File: config.mk
export PLATFORM = sky130hd
export DESIGN_NAME = store_align
export DESIGN_NICKNAME = d
export VERILOG_FILES = /design/src/hdl/mem_pkg.sv /design/src/hdl/store_align.sv
export SDC_FILE = /design/constraint.sdc
export NUM_CORES = 1
export LEC_CHECK = 0
export BUFFER_PORTS_ARGS = -buffer_cell sky130_fd_sc_hd__buf_4
export CORE_MARGIN = 2
export CORE_UTILIZATION = 30
export DETAILED_ROUTE_END_ITERATION = 12
export PLACE_DENSITY = 0.81
export REMOVE_ABC_BUFFERS = 1
export SYNTH_ARGS = -nofsm -noshare
export SYNTH_HDL_FRONTEND = slang
export SYNTH_SLANG_ARGS = --single-unit
File: constraint.sdc
create_clock -name vclk -period 0.92
set_input_delay 0.092 -clock vclk [all_inputs]
set_output_delay 0.092 -clock vclk [all_outputs]
set_load 0.005 [all_outputs]
File: src/hdl/mem_pkg.sv
package mem_pkg;

    // bus and data widths
    localparam int DATA_W = 32;
    localparam int ADDR_W = 32;
    localparam int STRB_W = DATA_W / 8;
    localparam int REG_ADDR_W = 5;

    // data ram geometry and timing
    localparam int RAM_WORDS = 1024;
    localparam int RAM_IDX_W = $clog2(RAM_WORDS);
    localparam int RAM_WAIT_CYCLES = 2;
    localparam int WAIT_CNT_W = $clog2(RAM_WAIT_CYCLES + 1);
    localparam logic [WAIT_CNT_W-1:0] RAM_WAIT_CNT = RAM_WAIT_CYCLES[WAIT_CNT_W-1:0];

    // access cycles before a missing slave is reported
    localparam int BUS_TIMEOUT_CYCLES = 16;
    localparam int TIMER_W = $clog2(BUS_TIMEOUT_CYCLES + 1);
    localparam logic [TIMER_W-1:0] TIMEOUT_CNT = BUS_TIMEOUT_CYCLES[TIMER_W-1:0];

    // address map, selected by mem_addr[13:12]
    localparam logic [1:0] REGION_RAM = 2'd0;
    localparam logic [1:0] REGION_ERR = 2'd1;

    typedef enum logic [3:0] {
        OP_NONE  = 4'd0,
        OP_LD_B  = 4'd1,
        OP_LD_BU = 4'd2,
        OP_LD_H  = 4'd3,
        OP_LD_HU = 4'd4,
        OP_LD_W  = 4'd5,
        OP_ST_B  = 4'd6,
        OP_ST_H  = 4'd7,
        OP_ST_W  = 4'd8
    } mem_op_e;

    typedef enum logic [1:0] {
        EXC_NONE        = 2'd0,
        EXC_ALE         = 2'd1,
        EXC_BUS_ERR     = 2'd2,
        EXC_BUS_TIMEOUT = 2'd3
    } exc_cause_e;

    typedef enum logic [1:0] {
        ST_IDLE   = 2'd0,
        ST_SETUP  = 2'd1,
        ST_ACCESS = 2'd2
    } fsm_state_e;

endpackage
File: src/hdl/store_align.sv
`timescale 1ns/1ps

module store_align (
    input  mem_pkg::mem_op_e               op_i,
    input  logic [1:0]                     addr_lo_i,
    input  logic [mem_pkg::DATA_W-1:0]     store_data_i,
    output logic [mem_pkg::DATA_W-1:0]     pwdata_o,
    output logic [mem_pkg::STRB_W-1:0]     pstrb_o
);

    always_comb begin
        case (op_i)
            mem_pkg::OP_ST_B: begin
                // byte on every lane, strobe picks one
                pwdata_o = {4{store_data_i[7:0]}};
                pstrb_o = 4'b0001 << addr_lo_i;
            end
            mem_pkg::OP_ST_H: begin
                pwdata_o = {2{store_data_i[15:0]}};
                pstrb_o = addr_lo_i[1] ? 4'b1100 : 4'b0011;
            end
            mem_pkg::OP_ST_W: begin
                pwdata_o = store_data_i;
                pstrb_o = 4'b1111;
            end
            default: begin
                // reads carry no strobes
                pwdata_o = store_data_i;
                pstrb_o = 4'b0000;
            end
        endcase
    end

endmodule

==> metrics.md <==
| Metric | Value |
|---|---|
| Count of final setup violators | `28` |
| Routed WL | `2190 um` |
| Tot Pwr | `0.598 mW` |
| Grt ovf | `0` |
| Synth unique cells | `12` |
| Vias per inst | `4.53` |
| Most used cell, CP | `buf_6` |
| Seq cells | `0` |
| # Post-CTS Setup Buffers | `0` |
| Syn-to-layout area delta | `135%` |
| Crit start category | `input pin` |
| # rows | `15` |
| Synth Warn # | `0` |
| Failing checks | `negative setup slack` |
| Height of the die | `47.2 um` |
| Unrepaired setup endpoints after global routing | `true` |
| Layout cells sized above 1 | `96.2%` |
| HP Class | `input pin to output pin` |
| Fin nets | `173` |
| Fillcell total | `131` |
| Wire per inst | `13.8 um` |
| Largest net degree at the start of global routing | `11` |
| Endpoints failing hold | `0` |
| Maximum vdd drop | `0.000259 V` |
| Core area | `1750 um2` |
| Fin crit period | `1170 ps` |
| Arr. time, crit path | `1080 ps` |
| Worst Tran Pin Value | `302 ps` |
| Dpl cells | `156` |
| Post-route insts no fill | `158` |
| Reg area | `0 um2` |
| Worst path cell trace | `buf_6, and4bb_1, buf_6, mux2_4, buf_6` |
| Die width | `47.2 um` |
| Max-Cap Viols | `0` |
| Final HPWL DP | `1690 um` |
| IO Pins | `74` |
| CP delay by family, top | `buffers and inverters` |
| Required time worst endpoint | `830 ps` |
| Achievable Freq | `856 MHz` |
| Outcome | `finished, violations left` |
| PortBufs | `74` |
| Final-layout clock buffer total | `0` |
| Cells after Synth | `54` |
| CP max-delay cell | `and4bb_1` |
| Max-slew violation count | `0` |
| Via count | `715` |
| Mapped Area | `561 um2` |
| Drt first pass iters | `4` |
| Routability congestion estimate | `0.671` |
| Avg Cell Area, Syn | `10.4 um2` |
| ANT nets after route | `0` |
| Crit path capture type | `output pin` |
| Starting density of the core | `32.1%` |
| DRC violations left | `0` |
| Die area | `2230 um2` |
| Crit Path Class | `input pin to output pin` |
| Initial antenna violation count | `0` |
| Global-route wire length before repair | `3110 um` |
| Setup WS post-layout | `-248 ps` |
| Minimum hold slack | `467 ps` |
| Vias in the first global route | `695` |
| GRT Overall Usage | `18.6%` |
| Crit-path max FO | `5` |
| Bufs and invs on worst path | `3` |
| Pwr Density | `454 nW/um2` |
| Inserted Diodes | `0` |
| Static leakage | `0.692 nW` |
| Initial DRC count | `3` |
| Slowest stage delay, CP | `310 ps` |
| Sequential area share after synthesis | `0%` |
| Period utilization | `127%` |
| Slew headroom | `79.8%` |
what timing repair did:
item | CTS | global route
resized for setup | 28 | 7
pin swaps | 2 | 2
gates cloned | 1 | 1
hold buffers | 0 | 0
hold endpoints to repair | 0 | 0
setup endpoints to repair | 28 | 28
power breakdown:
part | internal (mW) | switching (mW) | leakage [nW]
sequential | 0 | 0 | 0
clock | 0 | 0 | 0
combinational | 0.416 | 0.182 | 0.692
Yosys cell counts, drive strengths merged:
cell    number  share of area, %
buf         12                17
inv          1              0.67
nor2b        1               1.1
nand3b       1               1.3
or4b         1               2.5
and4bb       1               2.2
o31ai        4               5.4
mux2        32                70
nor2         1              0.67
path summary, 6_finish.rpt:
kind                  slack, ps             from  depth (start not counted)            to
worst max-delay path       -250          op_i[3]                          5  pwdata_o[15]
worst min-delay path        470  store_data_i[7]                          3   pwdata_o[7]
cell families after synthesis:
| kind of cell | Yosys count | synth area share (%) |
|---|---|---|
| buf+inv | 13 | 17.2 |
| mux | 32 | 69.6 |
| simple gates | 5 | 7.81 |
| compound gates | 4 | 5.36 |
worst min-delay path: stages:
cell and delay [ps]:
buf_4 90, buf_4 100, buf_4 100
placed cells by master, fill, tap and decap left out, types with 3 or more instances in the layout:
cell | Yosys | routed
buf_4 | 8 | 71
buf_6 | 2 | 20
mux2_4 | 8 | 16
mux2_2 | 24 | 16
o31ai_2 | 0 | 3
stage by stage:
| stage | setup TNS (ps) | util (%) | instance area [um2] | worst slack (ps) |
|---|---|---|---|---|
| finish | -6200 | 75.4 | 1320 | -248 |
| global route | -7570 | 75.4 | 1320 | -294 |
| CTS | -5640 | 73.3 | 1280 | -253 |
| detailed placement | -5720 | 66.9 | 1170 | -280 |
| global placement | -5680 | 66.9 | 1170 | -269 |
| floorplan | -5390 | - | 468 | -249 |
per-layer routing:
layer,GRT usage [%],wire length [um],vias to the layer above,share of wire [%]
met3,0.385,128,0,5.9
met2,40.0,1330,31,61
li1,-,-,354,-
met4,0,0,0,0
met5,0,0,-,0
met1,20.7,724,330,33
area by class of cell:
type	count	area, um2	area share (%)
inverter	1	3.75	0.285
multi-input combinational	41	523	39.7
tap	25	31.3	2.38
timing repair buffer	91	758	57.6
No activity file was read; power rests on OpenSTA's default activity.
