File: config.mk
export PLATFORM = sky130hd
export DESIGN_NAME = load_align
export DESIGN_NICKNAME = d
export VERILOG_FILES = /design/src/hdl/mem_pkg.sv /design/src/hdl/load_align.sv
export SDC_FILE = /design/constraint.sdc
export NUM_CORES = 1
export LEC_CHECK = 0
export BUFFER_PORTS_ARGS = -buffer_cell sky130_fd_sc_hd__buf_2
export CORE_MARGIN = 2
export CORE_UTILIZATION = 40
export DETAILED_ROUTE_END_ITERATION = 8
export PLACE_DENSITY = 0.94
export SLEW_MARGIN = 5
export SYNTH_ARGS = -nofsm -noshare
export SYNTH_HDL_FRONTEND = slang
export SYNTH_SLANG_ARGS = --single-unit
File: constraint.sdc
create_clock -name vclk -period 1.5
set_clock_uncertainty 0.1 [all_clocks]
set_input_delay 0.075 -clock vclk [all_inputs]
set_output_delay 0.075 -clock vclk [all_outputs]
set_load 0.03 [all_outputs]
File: src/hdl/mem_pkg.sv
package mem_pkg;

    // bus and data widths
    localparam int DATA_W = 32;
    localparam int ADDR_W = 32;
    localparam int STRB_W = DATA_W / 8;
    localparam int REG_ADDR_W = 5;

    // data ram geometry and timing
    localparam int RAM_WORDS = 1024;
    localparam int RAM_IDX_W = $clog2(RAM_WORDS);
    localparam int RAM_WAIT_CYCLES = 2;
    localparam int WAIT_CNT_W = $clog2(RAM_WAIT_CYCLES + 1);
    localparam logic [WAIT_CNT_W-1:0] RAM_WAIT_CNT = RAM_WAIT_CYCLES[WAIT_CNT_W-1:0];

    // access cycles before a missing slave is reported
    localparam int BUS_TIMEOUT_CYCLES = 16;
    localparam int TIMER_W = $clog2(BUS_TIMEOUT_CYCLES + 1);
    localparam logic [TIMER_W-1:0] TIMEOUT_CNT = BUS_TIMEOUT_CYCLES[TIMER_W-1:0];

    // address map, selected by mem_addr[13:12]
    localparam logic [1:0] REGION_RAM = 2'd0;
    localparam logic [1:0] REGION_ERR = 2'd1;

    typedef enum logic [3:0] {
        OP_NONE  = 4'd0,
        OP_LD_B  = 4'd1,
        OP_LD_BU = 4'd2,
        OP_LD_H  = 4'd3,
        OP_LD_HU = 4'd4,
        OP_LD_W  = 4'd5,
        OP_ST_B  = 4'd6,
        OP_ST_H  = 4'd7,
        OP_ST_W  = 4'd8
    } mem_op_e;

    typedef enum logic [1:0] {
        EXC_NONE        = 2'd0,
        EXC_ALE         = 2'd1,
        EXC_BUS_ERR     = 2'd2,
        EXC_BUS_TIMEOUT = 2'd3
    } exc_cause_e;

    typedef enum logic [1:0] {
        ST_IDLE   = 2'd0,
        ST_SETUP  = 2'd1,
        ST_ACCESS = 2'd2
    } fsm_state_e;

endpackage
File: src/hdl/load_align.sv
`timescale 1ns/1ps

module load_align (
    input  mem_pkg::mem_op_e               op_i,
    input  logic [1:0]                     addr_lo_i,
    input  logic [mem_pkg::DATA_W-1:0]     rdata_i,
    output logic [mem_pkg::DATA_W-1:0]     load_data_o
);

    logic [7:0]  byte_lane;
    logic [15:0] half_lane;

    // lane select from the low address bits
    always_comb begin
        case (addr_lo_i)
            2'b00:   byte_lane = rdata_i[7:0];
            2'b01:   byte_lane = rdata_i[15:8];
            2'b10:   byte_lane = rdata_i[23:16];
            default: byte_lane = rdata_i[31:24];
        endcase
    end

    assign half_lane = addr_lo_i[1] ? rdata_i[31:16] : rdata_i[15:0];

    always_comb begin
        case (op_i)
            mem_pkg::OP_LD_B: begin
                load_data_o = {{24{byte_lane[7]}}, byte_lane};
            end
            mem_pkg::OP_LD_BU: begin
                load_data_o = {24'b0, byte_lane};
            end
            mem_pkg::OP_LD_H: begin
                load_data_o = {{16{half_lane[15]}}, half_lane};
            end
            mem_pkg::OP_LD_HU: begin
                load_data_o = {16'b0, half_lane};
            end
            mem_pkg::OP_LD_W: begin
                load_data_o = rdata_i;
            end
            default: begin
                load_data_o = '0;
            end
        endcase
    end

endmodule

==> reports/results.ini <==
[place]
dp_slack_ps = -92.00
port_buffers = 70
globalplace.congestion = 0.8807
hpwl_mm = 2.393

[synthesis]
ys_top_cells_by_area = mux2i_1, nand2_1, nand2_2, o221ai_1, a211o_1
synth_top_area_share_pct = 17.92
synth_xor_area_share_pct = 1.120
avgSynthCellArea_um2 = 6.920
synth-compound-area-share_pct = 27.20
synth_fp_nets = 151
synthDistinctLibCells = 31
yosysSeqAreaShare_pct = 0
yosys_warnings = 0
synth_top_family_by_area = simple AND/OR/NAND/NOR gates
yosys.area.top_type = mux2i_1
syn_area_um2 = 782.0
synthCells = 113
synthSimpleGateAreaFrac_pct = 38.40
synthAdderAreaFrac_pct = 0
synth_mux_area_share_pct = 22.24

[critical_path]
crit_type = in -> out
critPathRequiredTime_ps = 1320
critPathLaunchType = input pin
crit_arrival_ps = 1430
end_kind = output pin
cp_max_fo = 12

[layout]
n_fill_cell = 72
seqCellArea_um2 = 0
clkbuf_count = 0
diodes = 0
seq_cells = 0
area_delta_synth_final_pct = 107.7
final_nets = 233
drive_gt1_share_pct = 64.25

[status]
violations = setup timing
outcome = finished, violations left

[floorplan]
ios = 70
die_w_um = 48.22
dieArea_um2 = 2325
die_h_um = 48.22
core-area_um2 = 1783
start_util_pct = 43.86
rows = 15

[power]
powerDensity_nw_per_um2 = 344.7
power_leakage_nw = 0.8748
peakVddDrop_v = 0.0002782

[worst_hold_path]
hp-class = in -> out
min_path_cells = 4

[grt]
overflow = 0
antenna_found_initial = 0
grt.total_usage_pct = 28.37
grt_pass1_vias = 1158
grt_first_pass_wirelength_mm = 4.774
grt_max_degree = 29

[detailed_routing]
viasPerCell = 6.413
remaining_drc_errors = 0
wl_mm = 4.788
drt_iter0_markers = 81
antenna_violating_nets_post_route = 0
dr.pass1.iters = 4
wl_per_cell_um = 21.96
vias = 1398

[job]
drv_cap = 0

[timing]
hold_viol = 0
drv_slew = 0
setup_viol = 29
tightestPinTransition_ps = 365.3
fin_hold_ws_ps = 374.2
fin_ws_ps = -107.7
maxSlewHeadroom_pct = 74.95
rsz0062_at_grt = true
timing.final.crit_period_ps = 1608
period_share_pct = 107.2
fmax_ghz = 0.6220

-- critical path: stages --
cell	delay, ps
buf_6	90
buf_6	160
buf_6	190
mux2i_2	340
nor2b_1	120
a211o_1	300
buf_6	140
-- routing by layer --
layer | global-route usage (%) | part of all wire [%]
met2 | 55.26 | 48
met3 | 2.222 | 11
met4 | 10.27 | 9.7
met5 | 0 | 0
met1 | 31.28 | 31
-- cell type report --
cell class | count | area, µm² | area share (%)
multi-input cells | 100 | 789.5 | 48.61
well taps | 25 | 31.28 | 1.926
repair buffers | 90 | 792.0 | 48.77
inverters | 3 | 11.26 | 0.6934
-- synth_stat cells, types with 2 or more instances --
master	n
a211o_1	6
a21oi_1	2
a221o_1	2
buf_2	5
buf_6	2
clkbuf_1	2
inv_1	3
mux2i_1	14
nand2_1	33
nand2_2	10
nor2_1	2
nor2b_1	6
o21ai_0	2
o221ai_1	7
-- report_power, final --
part           switching, mW  internal, mW
combinational          0.308         0.251
sequential                 0             0
clock                      0             0
total                  0.308         0.251
-- cell families (layout without fill, tap and decap cells) --
kind of cell	count (synthesis)	count (layout)
AOI/OAI and AO/OA	24	24
xor gates and xnor gates	1	1
buffers and inverters	13	93
and+or+nand+nor	59	59
muxes	16	16
-- per-stage QoR --
stage / instances / utilization (%) / TNS (ps) / power (mW) / cell area (µm²)
floorplan: 113 / - / 0 / 0.2522 / 782.0
global placement: 212 / 69.19 / -965.1 / 0.3966 / 1234
detailed placement: 212 / 69.19 / -1698 / 0.4100 / 1234
CTS: 213 / 79.86 / -116.9 / 0.4674 / 1424
global route: 218 / 91.09 / -1905 / 0.5785 / 1624
finish: 218 / 91.09 / -1013 / 0.5598 / 1624
-- what timing repair did --
action	in CTS	in global routing
resized for setup	57	39
endpoints found under the setup margin	31	32
pin swaps	1	2
hold buffers	0	0
endpoints found under the hold margin	0	0
gates cloned	0	2
buffers inserted	1	3
-- cells in the final DEF, fill, tap and decap left out, types with 2 or more instances in the layout --
cell       count
o221ai_2       5
clkbuf_16      2
mux2i_2        2
nor2b_1        6
nand2_1       27
nor2_1         2
a21oi_1        2
a221o_1        2
o221ai_1       2
nand2_2       14
buf_6         31
buf_12         2
o21ai_0        2
buf_2         33
buf_4         18
nand2_4        2
mux2i_1       12
a211o_1        6
buf_8          3
inv_1          3
-- worst paths after layout --
path	startpoint	slack (ps)	to
hold / removal	rdata_i[22]	370	load_data_o[22]
setup / recovery	addr_lo_i[1]	-110	load_data_o[9]
Note: power is estimated with default switching activity, not from simulation.
