File: config.mk
export PLATFORM = sky130hd
export DESIGN_NAME = mem_wait_timer
export DESIGN_NICKNAME = d
export VERILOG_FILES = /design/src/hdl/mem_pkg.sv /design/src/hdl/mem_wait_timer.sv
export SDC_FILE = /design/constraint.sdc
export NUM_CORES = 1
export LEC_CHECK = 0
export BUFFER_PORTS_ARGS = -buffer_cell sky130_fd_sc_hd__buf_2
export CAP_MARGIN = 0
export CORE_AREA = 2 2 39 41
export CTS_CLUSTER_DIAMETER = 120
export DETAILED_ROUTE_END_ITERATION = 10
export DIE_AREA = 0 0 41 43
export HOLD_SLACK_MARGIN = 0.08
export MAX_ROUTING_LAYER = met4
export PLACE_DENSITY = 0.39
export SYNTH_ARGS = -nofsm -noshare
export SYNTH_HDL_FRONTEND = slang
export SYNTH_SLANG_ARGS = --single-unit
File: constraint.sdc
create_clock -name clk -period 1.55 [get_ports clk]
set_clock_uncertainty 0.15 [all_clocks]
set_input_delay 0.2325 -clock clk [delete_from_list [all_inputs] [get_ports clk]]
set_output_delay 0.2325 -clock clk [all_outputs]
set_load 0.1 [all_outputs]
File: src/hdl/mem_pkg.sv
package mem_pkg;

    // bus and data widths
    localparam int DATA_W = 32;
    localparam int ADDR_W = 32;
    localparam int STRB_W = DATA_W / 8;
    localparam int REG_ADDR_W = 5;

    // data ram geometry and timing
    localparam int RAM_WORDS = 1024;
    localparam int RAM_IDX_W = $clog2(RAM_WORDS);
    localparam int RAM_WAIT_CYCLES = 2;
    localparam int WAIT_CNT_W = $clog2(RAM_WAIT_CYCLES + 1);
    localparam logic [WAIT_CNT_W-1:0] RAM_WAIT_CNT = RAM_WAIT_CYCLES[WAIT_CNT_W-1:0];

    // access cycles before a missing slave is reported
    localparam int BUS_TIMEOUT_CYCLES = 16;
    localparam int TIMER_W = $clog2(BUS_TIMEOUT_CYCLES + 1);
    localparam logic [TIMER_W-1:0] TIMEOUT_CNT = BUS_TIMEOUT_CYCLES[TIMER_W-1:0];

    // address map, selected by mem_addr[13:12]
    localparam logic [1:0] REGION_RAM = 2'd0;
    localparam logic [1:0] REGION_ERR = 2'd1;

    typedef enum logic [3:0] {
        OP_NONE  = 4'd0,
        OP_LD_B  = 4'd1,
        OP_LD_BU = 4'd2,
        OP_LD_H  = 4'd3,
        OP_LD_HU = 4'd4,
        OP_LD_W  = 4'd5,
        OP_ST_B  = 4'd6,
        OP_ST_H  = 4'd7,
        OP_ST_W  = 4'd8
    } mem_op_e;

    typedef enum logic [1:0] {
        EXC_NONE        = 2'd0,
        EXC_ALE         = 2'd1,
        EXC_BUS_ERR     = 2'd2,
        EXC_BUS_TIMEOUT = 2'd3
    } exc_cause_e;

    typedef enum logic [1:0] {
        ST_IDLE   = 2'd0,
        ST_SETUP  = 2'd1,
        ST_ACCESS = 2'd2
    } fsm_state_e;

endpackage
File: src/hdl/mem_wait_timer.sv
`timescale 1ns/1ps

module mem_wait_timer (
    input  logic clk,
    input  logic rst_i,
    input  logic clear_i,
    input  logic run_i,
    output logic expired_o
);

    logic [mem_pkg::TIMER_W-1:0] cnt_q;

    // counts access cycles, holds at the limit
    always_ff @(posedge clk) begin
        if (rst_i) begin
            cnt_q <= '0;
        end else if (clear_i) begin
            cnt_q <= '0;
        end else if (run_i && !expired_o) begin
            cnt_q <= cnt_q + 1'b1;
        end
    end

    assign expired_o = (cnt_q == mem_pkg::TIMEOUT_CNT);

endmodule

==> run metrics <==
overall track demand over capacity in global routing=8.633%; Buffers on Ports=4; PwrDens=between 700 and 800 nW/um^2; Antenna diodes=0; data arrival time of the worst path=between 1 and 1.5 ns; share of layout cells above drive strength 1=52.27%; H-tree levels=1; actual transition at the worst max-transition pin=~0.18 ns; Skew-Pair Late Insertion Delay=around 0.25 ns; CTS tree=yes; ratio of final minimum period to clock period=around 100%; Switch Pwr=between 0.07 and 0.08 mW; clk slew on worst S/H paths=around 0.05 ns; CORE AREA=1384 um^2; overall routed net length=600 um; maximum number of pins on one net before global-route repair=7; part of the power in registers=between 40% and 50%; reg-to-reg critical path startpoint=cnt_q[0]; Top-Level Pins=5; number of antenna violations at the first check in global routing=0; overall power=~0.31 mW; global-route track usage on met3=roughly 6.3%; number of hold violations in the final report=0; critical path start-end classification=register to output port; Synth top cells by count=dfxtp_1 (5), inv_1 (3), nor2_1 (3), xor2_1 (3); Detail Route Antenna Nets=0; registers with the highest flip-flop counts=cnt_q (5); dpl hpwl=between 300 and 400 um; count of flip-flops with a built-in enable after synthesis=0; Largest register FFs=5; pre-CTS setup slack=between 0.1 and 0.15 ns; global routing usage on met1=slightly below 8%; Routability Congestion=about 0.76; worst max-slew margin expressed relative to the limit=between 80 and 90%; count of fill cells added during filler insertion=between 100 and 150; via count of the first global-routing pass=between 200 and 250; floorplan row count=14; share of total power in the clock network=between 40% and 50%; Main synth FF type=dfxtp_1; routing layer with the top usage in global route=met2; proportion of power drawn by combinational gates=9.0%; clk buf depth=2; number of vias per cell after detailed routing=roughly 4.0; footprint of the multi-input gates=approximately 180 um^2; overall overflow remaining after global route=0; Inst Count DP=49; average routed wire per standard cell=around 10 um; cell area reported after detailed placement=around 340 um^2; Die Area=1763 um^2; register bit count reported by yosys=5; area growth from synthesis to layout=57.33%; post-layout min period=1.544 ns; global-route wire length before repair=about 900 um; cell with the most instances after synthesis=dfxtp_1; net total in the final layout=just over 50; largest register by flop count=cnt_q; syn_area_per_cell=roughly 9.7 um^2; cell area after synthesis=between 200 and 300 um^2; Crit. End Element=output port; die height=about 43 um; top-area cell type share of the netlist area=between 30% and 40%; CTS root buffer=clkbuf_4; crit path setup slack, layout=~0.0065 ns; number of standard cells in the final layout excluding fillers=60; global routing usage on met2=between 10% and 20%; internal portion of total power=0.2422 mW; first element of the critical path=cnt_q[0]; starting density of the core=between 20% and 30%; Worst Min Path Start=run_i; worst IR drop on VDD=between 300 and 400 uV; upper clock frequency limit=roughly 650 MHz; Critical Path Start Type=register; total via count in the routed design=around 240; Sequential Area=about 110 um^2; status=completed; Syn Nets=35; CP max FO=3; Async S/R FF share, synth=0%; setup violation total in the final timing report=0; most area-consuming cells after synthesis=dfxtp_1 (36%), nand4bb_4 (9.8%), xor2_1 (9.3%), ha_1 (8.9%), a21boi_2 (8.0%); count of distinct cell types in the synthesized netlist=14; number of slew-limit violations in the final report=0; number of instances in the synthesized netlist=29; sequential element share of the synthesized area=roughly 36%; final hold slack=around 0.17 ns; number of CTS-inserted buffers=3; clock sink count=5; detailed-route DRC error count=0; largest area contributor in the netlist=dfxtp_1; required time of the critical path=about 1.2 ns; iteration-0 DRC count of the detailed router=7; max-cap violation count=0; switching share of power=23.06%; post-route design area=442.9 um^2; worst min-delay path category=input port to register; Ys Warns=0; unrepaired setup endpoints after global routing=yes; P_leak=roughly 0.17 nW; die boundary width=around 40 um; number of optimization iterations in the first detailed-route pass=4
-- routing by layer --
metal,share of wire [%],vias up
li1,-,127
met1,41,108
met2,50,4
met3,6.2,2
met4,2.5,0
met5,0,-
-- logic make-up (layout without fill, tap and decap cells) --
logic type | after synthesis | count (layout) | synth area share, %
DFF | 5 | 5 | 35.56
buffers and inverters | 4 | 19 | 5.332
xor gates and xnor gates | 3 | 3 | 9.335
adders and majority gates | 2 | 2 | 8.887
and+or+nand+nor | 11 | 11 | 28.00
AOI/OAI and AO/OA | 4 | 4 | 12.89
-- worst paths after layout --
path | endpoint | slack, ns | cells past startpoint
worst max-delay path | expired_o | 0.006 | 5
worst min-delay path | cnt_q[1] | 0.17 | 3
worst max register to register | cnt_q[0] | 0.18 | 7
worst min register to register | cnt_q[0] | 0.39 | 2
-- through the flow --
step	utilization (%)	TNS, ns
2_1_floorplan	-	0
3_3_place_gp	24.32	0
5_1_grt	32.01	-0.04135
3_5_place_dp	24.32	0
4_1_cts	30.56	0
6_report	32.01	0
-- layout by cell type (no fill, tap or decap) --
master and n:
nor3_2 1, ha_1 1, dlygate4sd3_1 2, nand3_1 2, o21ai_1 1, nor2_1 3
inv_2 1, inv_4 2, clkbuf_1 1, dfxtp_4 1, dfxtp_2 1, clkbuf_4 3
a21boi_2 2, buf_12 1, nand4_1 2, buf_4 5, nand4bb_4 1, xor2_1 3
o21ai_2 1, inv_1 1, ha_4 1, nand2_1 2, buf_2 3, dfxtp_1 3
-- layout make-up --
class | count | area share, %
Multi-Input combinational cell | 20 | 40.40
Sequential cell | 5 | 23.73
Clock buffer | 4 | 5.932
Timing Repair Buffer | 11 | 20.90
Tap cell | 16 | 4.520
Inverter | 4 | 4.520
-- repair_timing --
item / 4_1_cts / 5_1_grt
pin swaps: 1 / 0
setup buffers: 3 / 2
gates resized for setup: 7 / 2
hold buffers: 2 / 0
endpoints found under the hold margin: 1 / 0
endpoints found under the setup margin: 1 / 1
-- power groups by stage --
| stage | logic, mW | registers [mW] | clock network (mW) |
|---|---|---|---|
| after detailed placement | 0.0187 | 0.135 | 0 |
| after global routing | 0.0317 | 0.132 | 0.172 |
| after global placement | 0.0183 | 0.135 | 0 |
| after CTS | 0.0257 | 0.133 | 0.156 |
| after floorplan | 0.0107 | 0.134 | 0 |
| final | 0.0283 | 0.132 | 0.155 |
-- critical path, stage by stage, from the launching register on --
cell and delay, ns:
dfxtp_4 0.35, inv_4 0.06, ha_4 0.12, nand4bb_4 0.12, inv_4 0.09, buf_12 0.16
(Power assumes the default switching activity.)
