==> src/hdl/mem_pkg.sv <==
package mem_pkg;

    // bus and data widths
    localparam int DATA_W = 32;
    localparam int ADDR_W = 32;
    localparam int STRB_W = DATA_W / 8;
    localparam int REG_ADDR_W = 5;

    // data ram geometry and timing
    localparam int RAM_WORDS = 1024;
    localparam int RAM_IDX_W = $clog2(RAM_WORDS);
    localparam int RAM_WAIT_CYCLES = 2;
    localparam int WAIT_CNT_W = $clog2(RAM_WAIT_CYCLES + 1);
    localparam logic [WAIT_CNT_W-1:0] RAM_WAIT_CNT = RAM_WAIT_CYCLES[WAIT_CNT_W-1:0];

    // access cycles before a missing slave is reported
    localparam int BUS_TIMEOUT_CYCLES = 16;
    localparam int TIMER_W = $clog2(BUS_TIMEOUT_CYCLES + 1);
    localparam logic [TIMER_W-1:0] TIMEOUT_CNT = BUS_TIMEOUT_CYCLES[TIMER_W-1:0];

    // address map, selected by mem_addr[13:12]
    localparam logic [1:0] REGION_RAM = 2'd0;
    localparam logic [1:0] REGION_ERR = 2'd1;

    typedef enum logic [3:0] {
        OP_NONE  = 4'd0,
        OP_LD_B  = 4'd1,
        OP_LD_BU = 4'd2,
        OP_LD_H  = 4'd3,
        OP_LD_HU = 4'd4,
        OP_LD_W  = 4'd5,
        OP_ST_B  = 4'd6,
        OP_ST_H  = 4'd7,
        OP_ST_W  = 4'd8
    } mem_op_e;

    typedef enum logic [1:0] {
        EXC_NONE        = 2'd0,
        EXC_ALE         = 2'd1,
        EXC_BUS_ERR     = 2'd2,
        EXC_BUS_TIMEOUT = 2'd3
    } exc_cause_e;

    typedef enum logic [1:0] {
        ST_IDLE   = 2'd0,
        ST_SETUP  = 2'd1,
        ST_ACCESS = 2'd2
    } fsm_state_e;

endpackage
==> src/hdl/mem_access_fsm.sv <==
`timescale 1ns/1ps

module mem_access_fsm (
    input  logic                              clk,
    input  logic                              rst_i,

    // from execute
    input  logic                              valid_i,
    input  mem_pkg::mem_op_e                  op_i,
    input  logic [mem_pkg::ADDR_W-1:0]        mem_addr_i,
    input  logic [mem_pkg::DATA_W-1:0]        store_data_i,
    input  logic [mem_pkg::DATA_W-1:0]        alu_result_i,
    input  logic                              reg_write_en_i,
    input  logic [mem_pkg::REG_ADDR_W-1:0]    reg_write_addr_i,

    // latched request for the aligners
    output mem_pkg::mem_op_e                  req_op_o,
    output logic [mem_pkg::ADDR_W-1:0]        req_addr_o,
    output logic [mem_pkg::DATA_W-1:0]        req_store_data_o,

    // apb master
    output logic [mem_pkg::ADDR_W-1:0]        paddr_o,
    output logic                              psel_o,
    output logic                              penable_o,
    output logic                              pwrite_o,
    input  logic                              pready_i,
    input  logic                              pslverr_i,
    input  logic [mem_pkg::DATA_W-1:0]        load_data_i,

    // access timer
    output logic                              timer_clear_o,
    output logic                              timer_run_o,
    input  logic                              timer_expired_i,

    // to ctrl and writeback
    output logic                              pause_mem_o,
    output logic                              wb_valid_o,
    output logic                              wb_reg_write_en_o,
    output logic [mem_pkg::REG_ADDR_W-1:0]    wb_reg_write_addr_o,
    output logic [mem_pkg::DATA_W-1:0]        wb_reg_write_data_o,
    output logic                              wb_is_exception_o,
    output mem_pkg::exc_cause_e               wb_exception_cause_o
);

    mem_pkg::fsm_state_e                state_q;
    mem_pkg::mem_op_e                   req_op_q;
    logic [mem_pkg::ADDR_W-1:0]         req_addr_q;
    logic [mem_pkg::DATA_W-1:0]         req_store_data_q;

    logic accept;
    logic in_is_mem;
    logic in_misaligned;
    logic req_is_load;
    logic req_is_store;

    assign accept = valid_i && (state_q == mem_pkg::ST_IDLE);
    assign in_is_mem = (op_i != mem_pkg::OP_NONE);

    // halfwords need bit 0 clear, words need bits 1:0 clear
    always_comb begin
        case (op_i)
            mem_pkg::OP_LD_H, mem_pkg::OP_LD_HU, mem_pkg::OP_ST_H:
                in_misaligned = mem_addr_i[0];
            mem_pkg::OP_LD_W, mem_pkg::OP_ST_W:
                in_misaligned = |mem_addr_i[1:0];
            default:
                in_misaligned = 1'b0;
        endcase
    end

    assign req_is_load = req_op_q inside {mem_pkg::OP_LD_B, mem_pkg::OP_LD_BU, mem_pkg::OP_LD_H,
                                          mem_pkg::OP_LD_HU, mem_pkg::OP_LD_W};
    assign req_is_store = req_op_q inside {mem_pkg::OP_ST_B, mem_pkg::OP_ST_H, mem_pkg::OP_ST_W};

    always_ff @(posedge clk) begin
        if (rst_i) begin
            state_q <= mem_pkg::ST_IDLE;
            wb_valid_o <= 1'b0;
        end else begin
            wb_valid_o <= 1'b0;
            case (state_q)
                mem_pkg::ST_IDLE: begin
                    if (accept && in_is_mem && !in_misaligned) begin
                        state_q <= mem_pkg::ST_SETUP;
                    end else if (accept) begin
                        wb_valid_o <= 1'b1;
                    end
                end
                mem_pkg::ST_SETUP: begin
                    state_q <= mem_pkg::ST_ACCESS;
                end
                mem_pkg::ST_ACCESS: begin
                    if (pready_i || timer_expired_i) begin
                        state_q <= mem_pkg::ST_IDLE;
                        wb_valid_o <= 1'b1;
                    end
                end
                default: begin
                    state_q <= mem_pkg::ST_IDLE;
                end
            endcase
        end
    end

    // request and writeback payload
    always_ff @(posedge clk) begin
        if (accept) begin
            req_op_q <= op_i;
            req_addr_q <= mem_addr_i;
            req_store_data_q <= store_data_i;
            wb_reg_write_addr_o <= reg_write_addr_i;
            wb_reg_write_data_o <= alu_result_i;
            if (in_misaligned) begin
                wb_reg_write_en_o <= 1'b0;
                wb_is_exception_o <= 1'b1;
                wb_exception_cause_o <= mem_pkg::EXC_ALE;
            end else begin
                wb_reg_write_en_o <= reg_write_en_i;
                wb_is_exception_o <= 1'b0;
                wb_exception_cause_o <= mem_pkg::EXC_NONE;
            end
        end else if (state_q == mem_pkg::ST_ACCESS && (pready_i || timer_expired_i)) begin
            wb_reg_write_data_o <= req_is_load ? load_data_i : '0;
            if (!pready_i) begin
                wb_reg_write_en_o <= 1'b0;
                wb_is_exception_o <= 1'b1;
                wb_exception_cause_o <= mem_pkg::EXC_BUS_TIMEOUT;
            end else if (pslverr_i) begin
                wb_reg_write_en_o <= 1'b0;
                wb_is_exception_o <= 1'b1;
                wb_exception_cause_o <= mem_pkg::EXC_BUS_ERR;
            end else begin
                wb_reg_write_en_o <= req_is_load;
                wb_is_exception_o <= 1'b0;
                wb_exception_cause_o <= mem_pkg::EXC_NONE;
            end
        end
    end

    assign req_op_o = req_op_q;
    assign req_addr_o = req_addr_q;
    assign req_store_data_o = req_store_data_q;

    assign paddr_o = req_addr_q;
    assign psel_o = (state_q != mem_pkg::ST_IDLE);
    assign penable_o = (state_q == mem_pkg::ST_ACCESS);
    assign pwrite_o = req_is_store;

    assign timer_clear_o = (state_q == mem_pkg::ST_SETUP);
    assign timer_run_o = (state_q == mem_pkg::ST_ACCESS);

    assign pause_mem_o = (state_q != mem_pkg::ST_IDLE);

endmodule

==> config.mk <==
export PLATFORM = sky130hd
export DESIGN_NAME = mem_access_fsm
export DESIGN_NICKNAME = d
export VERILOG_FILES = /design/src/hdl/mem_pkg.sv /design/src/hdl/mem_access_fsm.sv
export SDC_FILE = /design/constraint.sdc
export NUM_CORES = 1
export LEC_CHECK = 0
export BUFFER_PORTS_ARGS = -buffer_cell sky130_fd_sc_hd__buf_4
export CAP_MARGIN = 20
export CORE_AREA = 2 2 113 115
export DETAILED_ROUTE_END_ITERATION = 10
export DIE_AREA = 0 0 115 117
export MAX_ROUTING_LAYER = met4
export PLACE_DENSITY_LB_ADDON = 0.12
export SLEW_MARGIN = 20
export SYNTH_ARGS = -nofsm -noshare
export SYNTH_HDL_FRONTEND = slang
export SYNTH_SLANG_ARGS = --single-unit
==> constraint.sdc <==
create_clock -name clk -period 4.7 [get_ports clk]
set_input_delay 0.94 -clock clk [delete_from_list [all_inputs] [get_ports clk]]
set_output_delay 0.94 -clock clk [all_outputs]
set_load 0.01 [all_outputs]
==> flow_summary.ini <==
[logic_synthesis]
synthTopCellsByCount = edfxtp_1, buf_4, a22o_1
synthArstFlopShare = 0
synthTopCellsByArea = edfxtp_1, a22o_1, buf_4, dfxtp_1, buf_6
synth.top_cell.area_share = 0.786
synth-edff-count = 109
synth_ff_type = edfxtp_1
ys_ff_latch = 112
yosys_warnings = 0
syn-cell-area_um2 = 4160
yosysSeqAreaShare = 0.800
syn_nets = 365
yosysMostFrequentCell = edfxtp_1
ys_types = 24
avgSynthCellArea_um2 = 18.8
yosys.area.top_type = edfxtp_1
postSynthCellCount = 221

[timing]
max_clock_freq_mhz = 395
fin_setup_tns_ns = 0
relSlewSlack = 0.312
post-route-period-util = 0.538
postLayoutSetupSlackWorst_ns = 2.17
worst_slew_pin_slew_ns = 1.03
drv_slew = 0
final_hold_viol_count = 0
rsz0062_at_grt = no
holdWs_ns = 0.649
finalSetupViolCount = 0
min_period_ns = 2.53
finalClockSkew_ns = 0.00426

[global_routing]
grt_use_total = 0.154
grt_antenna_before_repair = 0
grt_pass1_wl_mm = 14.7
grt_overflow = 0
first_global_vias = 2723
grt_max_degree = 71

[cts]
clk_pin_slew_ns = 0.07
cts_root_buf = clkbuf_16
clock-sinks = 112
numCtsBuffers = 9
clk_latency_ns = 0.34
cts_setup_buffers = 0
ctsResizeCount = 0
clk_path_buf_depth = 2
h-tree-depth = 3
holdBufCountCts = 0
cts_tree = yes

[place]
port_buffers = 291
post-place-ws_ns = 2.06
dp_hpwl_mm = 8.35
gp_congestion = 0.837

[final_layout]
drive_gt1_frac = 0.636
diodes = 0
fin_nets = 629
area_growth_pct = 56.6

[detailed_routing]
wl_per_cell_um = 17.4
drt.antenna.violating_nets = 0
vias = 2937
wl_mm = 11.1
route.detailed.drc = 0
via_per_inst = 4.60
drtPass1Iterations = 6
initialDrtViolationCount = 181

[pwr]
fin_total_pwr_mw = 2.32
total_leakage_power_nw = 2.83
irDropWorstVdd_mv = 0.200
powerDensity_nw_per_um2 = 355

[hold_path]
hp-class = reg2reg

[floorplanning]
initial_core_util = 0.338
fp-row-count = 41
die_h_um = 117
fp.dieW_um = 115
dieArea_um2 = 13500
core_area_um2 = 12300
io_pins = 292

[setup_path]
required_ns = 3.76
start_kind = register
crit_fanout = 4
critPathArrivalTime_ns = 1.59
cp-end-kind = output port
crit_type = reg2out

[job]
max_cap_viol_count = 0

[status]
outcome = complete, no violations
## critical path: stages (launching register included)
cell      delay, ns
edfxtp_1       0.48
nor3_1         0.43
nand2_1        0.11
o21ai_0        0.09
buf_4          0.15
## metal layers
metal / vias up / share of wire / global-route usage
met4: 0 / 0.017 / 0.0651
met2: 156 / 0.55 / 0.275
met1: 1409 / 0.36 / 0.161
li1: 1358 / - / -
met5: - / 0 / -
met3: 14 / 0.080 / 0.0391
## logic make-up after synthesis
logic type / share of synthesized area
flops: 0.800
compound gates: 0.0862
buf+inv: 0.0742
simple gates: 0.0391
## path summary, 6_finish.rpt
path,cells past startpoint,startpoint,end,slack [ns]
min reg2reg,1,state_q[0],wb_valid_o,0.65
max reg2reg,5,state_q[0],wb_reg_write_data_o[0],2.71
max,4,req_op_o[2],pwrite_o,2.17
min,1,state_q[0],wb_valid_o,0.65
## through the flow
stage	instances	utilization	instance area (um2)
4_1_cts	639	0.530	6520
2_1_floorplan	221	-	4160
6_report	639	0.530	6520
3_5_place_dp	624	0.509	6260
5_1_grt	639	0.530	6520
3_3_place_gp	624	0.509	6260
## cells in the final DEF (no fill, tap or decap)
cell,instances
a2111oi_4,1
a21oi_1,3
a22o_1,32
and2b_1,2
and4b_1,1
buf_4,294
clkbuf_1,3
clkbuf_16,9
clkinv_2,1
clkinvlp_4,2
dfxtp_1,3
edfxtp_1,109
nand2_1,4
nand2b_1,3
nand3b_1,1
nor2_1,3
nor2_4,1
nor2b_1,2
nor3_1,1
nor3b_4,1
nor4_1,2
nor4b_1,2
o21ai_0,4
o2bb2ai_1,1
o31ai_1,1
or2_2,2
or3b_1,1
## state kept, by name (all words and copies together) (netlist names)
name and count:
state_q 2, wb_is_exception_o 1, wb_exception_cause_o 2, wb_valid_o 1, wb_reg_write_addr_o 5, wb_reg_write_data_o 32, wb_reg_write_en_o 1, req_op_o 4
paddr_o 32, req_store_data_o 32
## report_power, final
| group | total, mW | internal, mW | switching (mW) |
|---|---|---|---|
| clock | 0.683 | 0.357 | 0.327 |
| sequential | 1.23 | 1.20 | 0.0324 |
| combinational | 0.399 | 0.222 | 0.177 |
| total | 2.32 | 1.78 | 0.536 |
## final cells by class
cell class                      count  area (um2)
Clock buffer                       12         236
Clock inverter                      3        20.0
Fill cell                        1068        5790
Multi-Input combinational cell     68         536
Sequential cell                   112        3330
Tap cell                          150         188
Timing Repair Buffer              294        2210
Note: power is estimated with default switching activity, not from simulation.
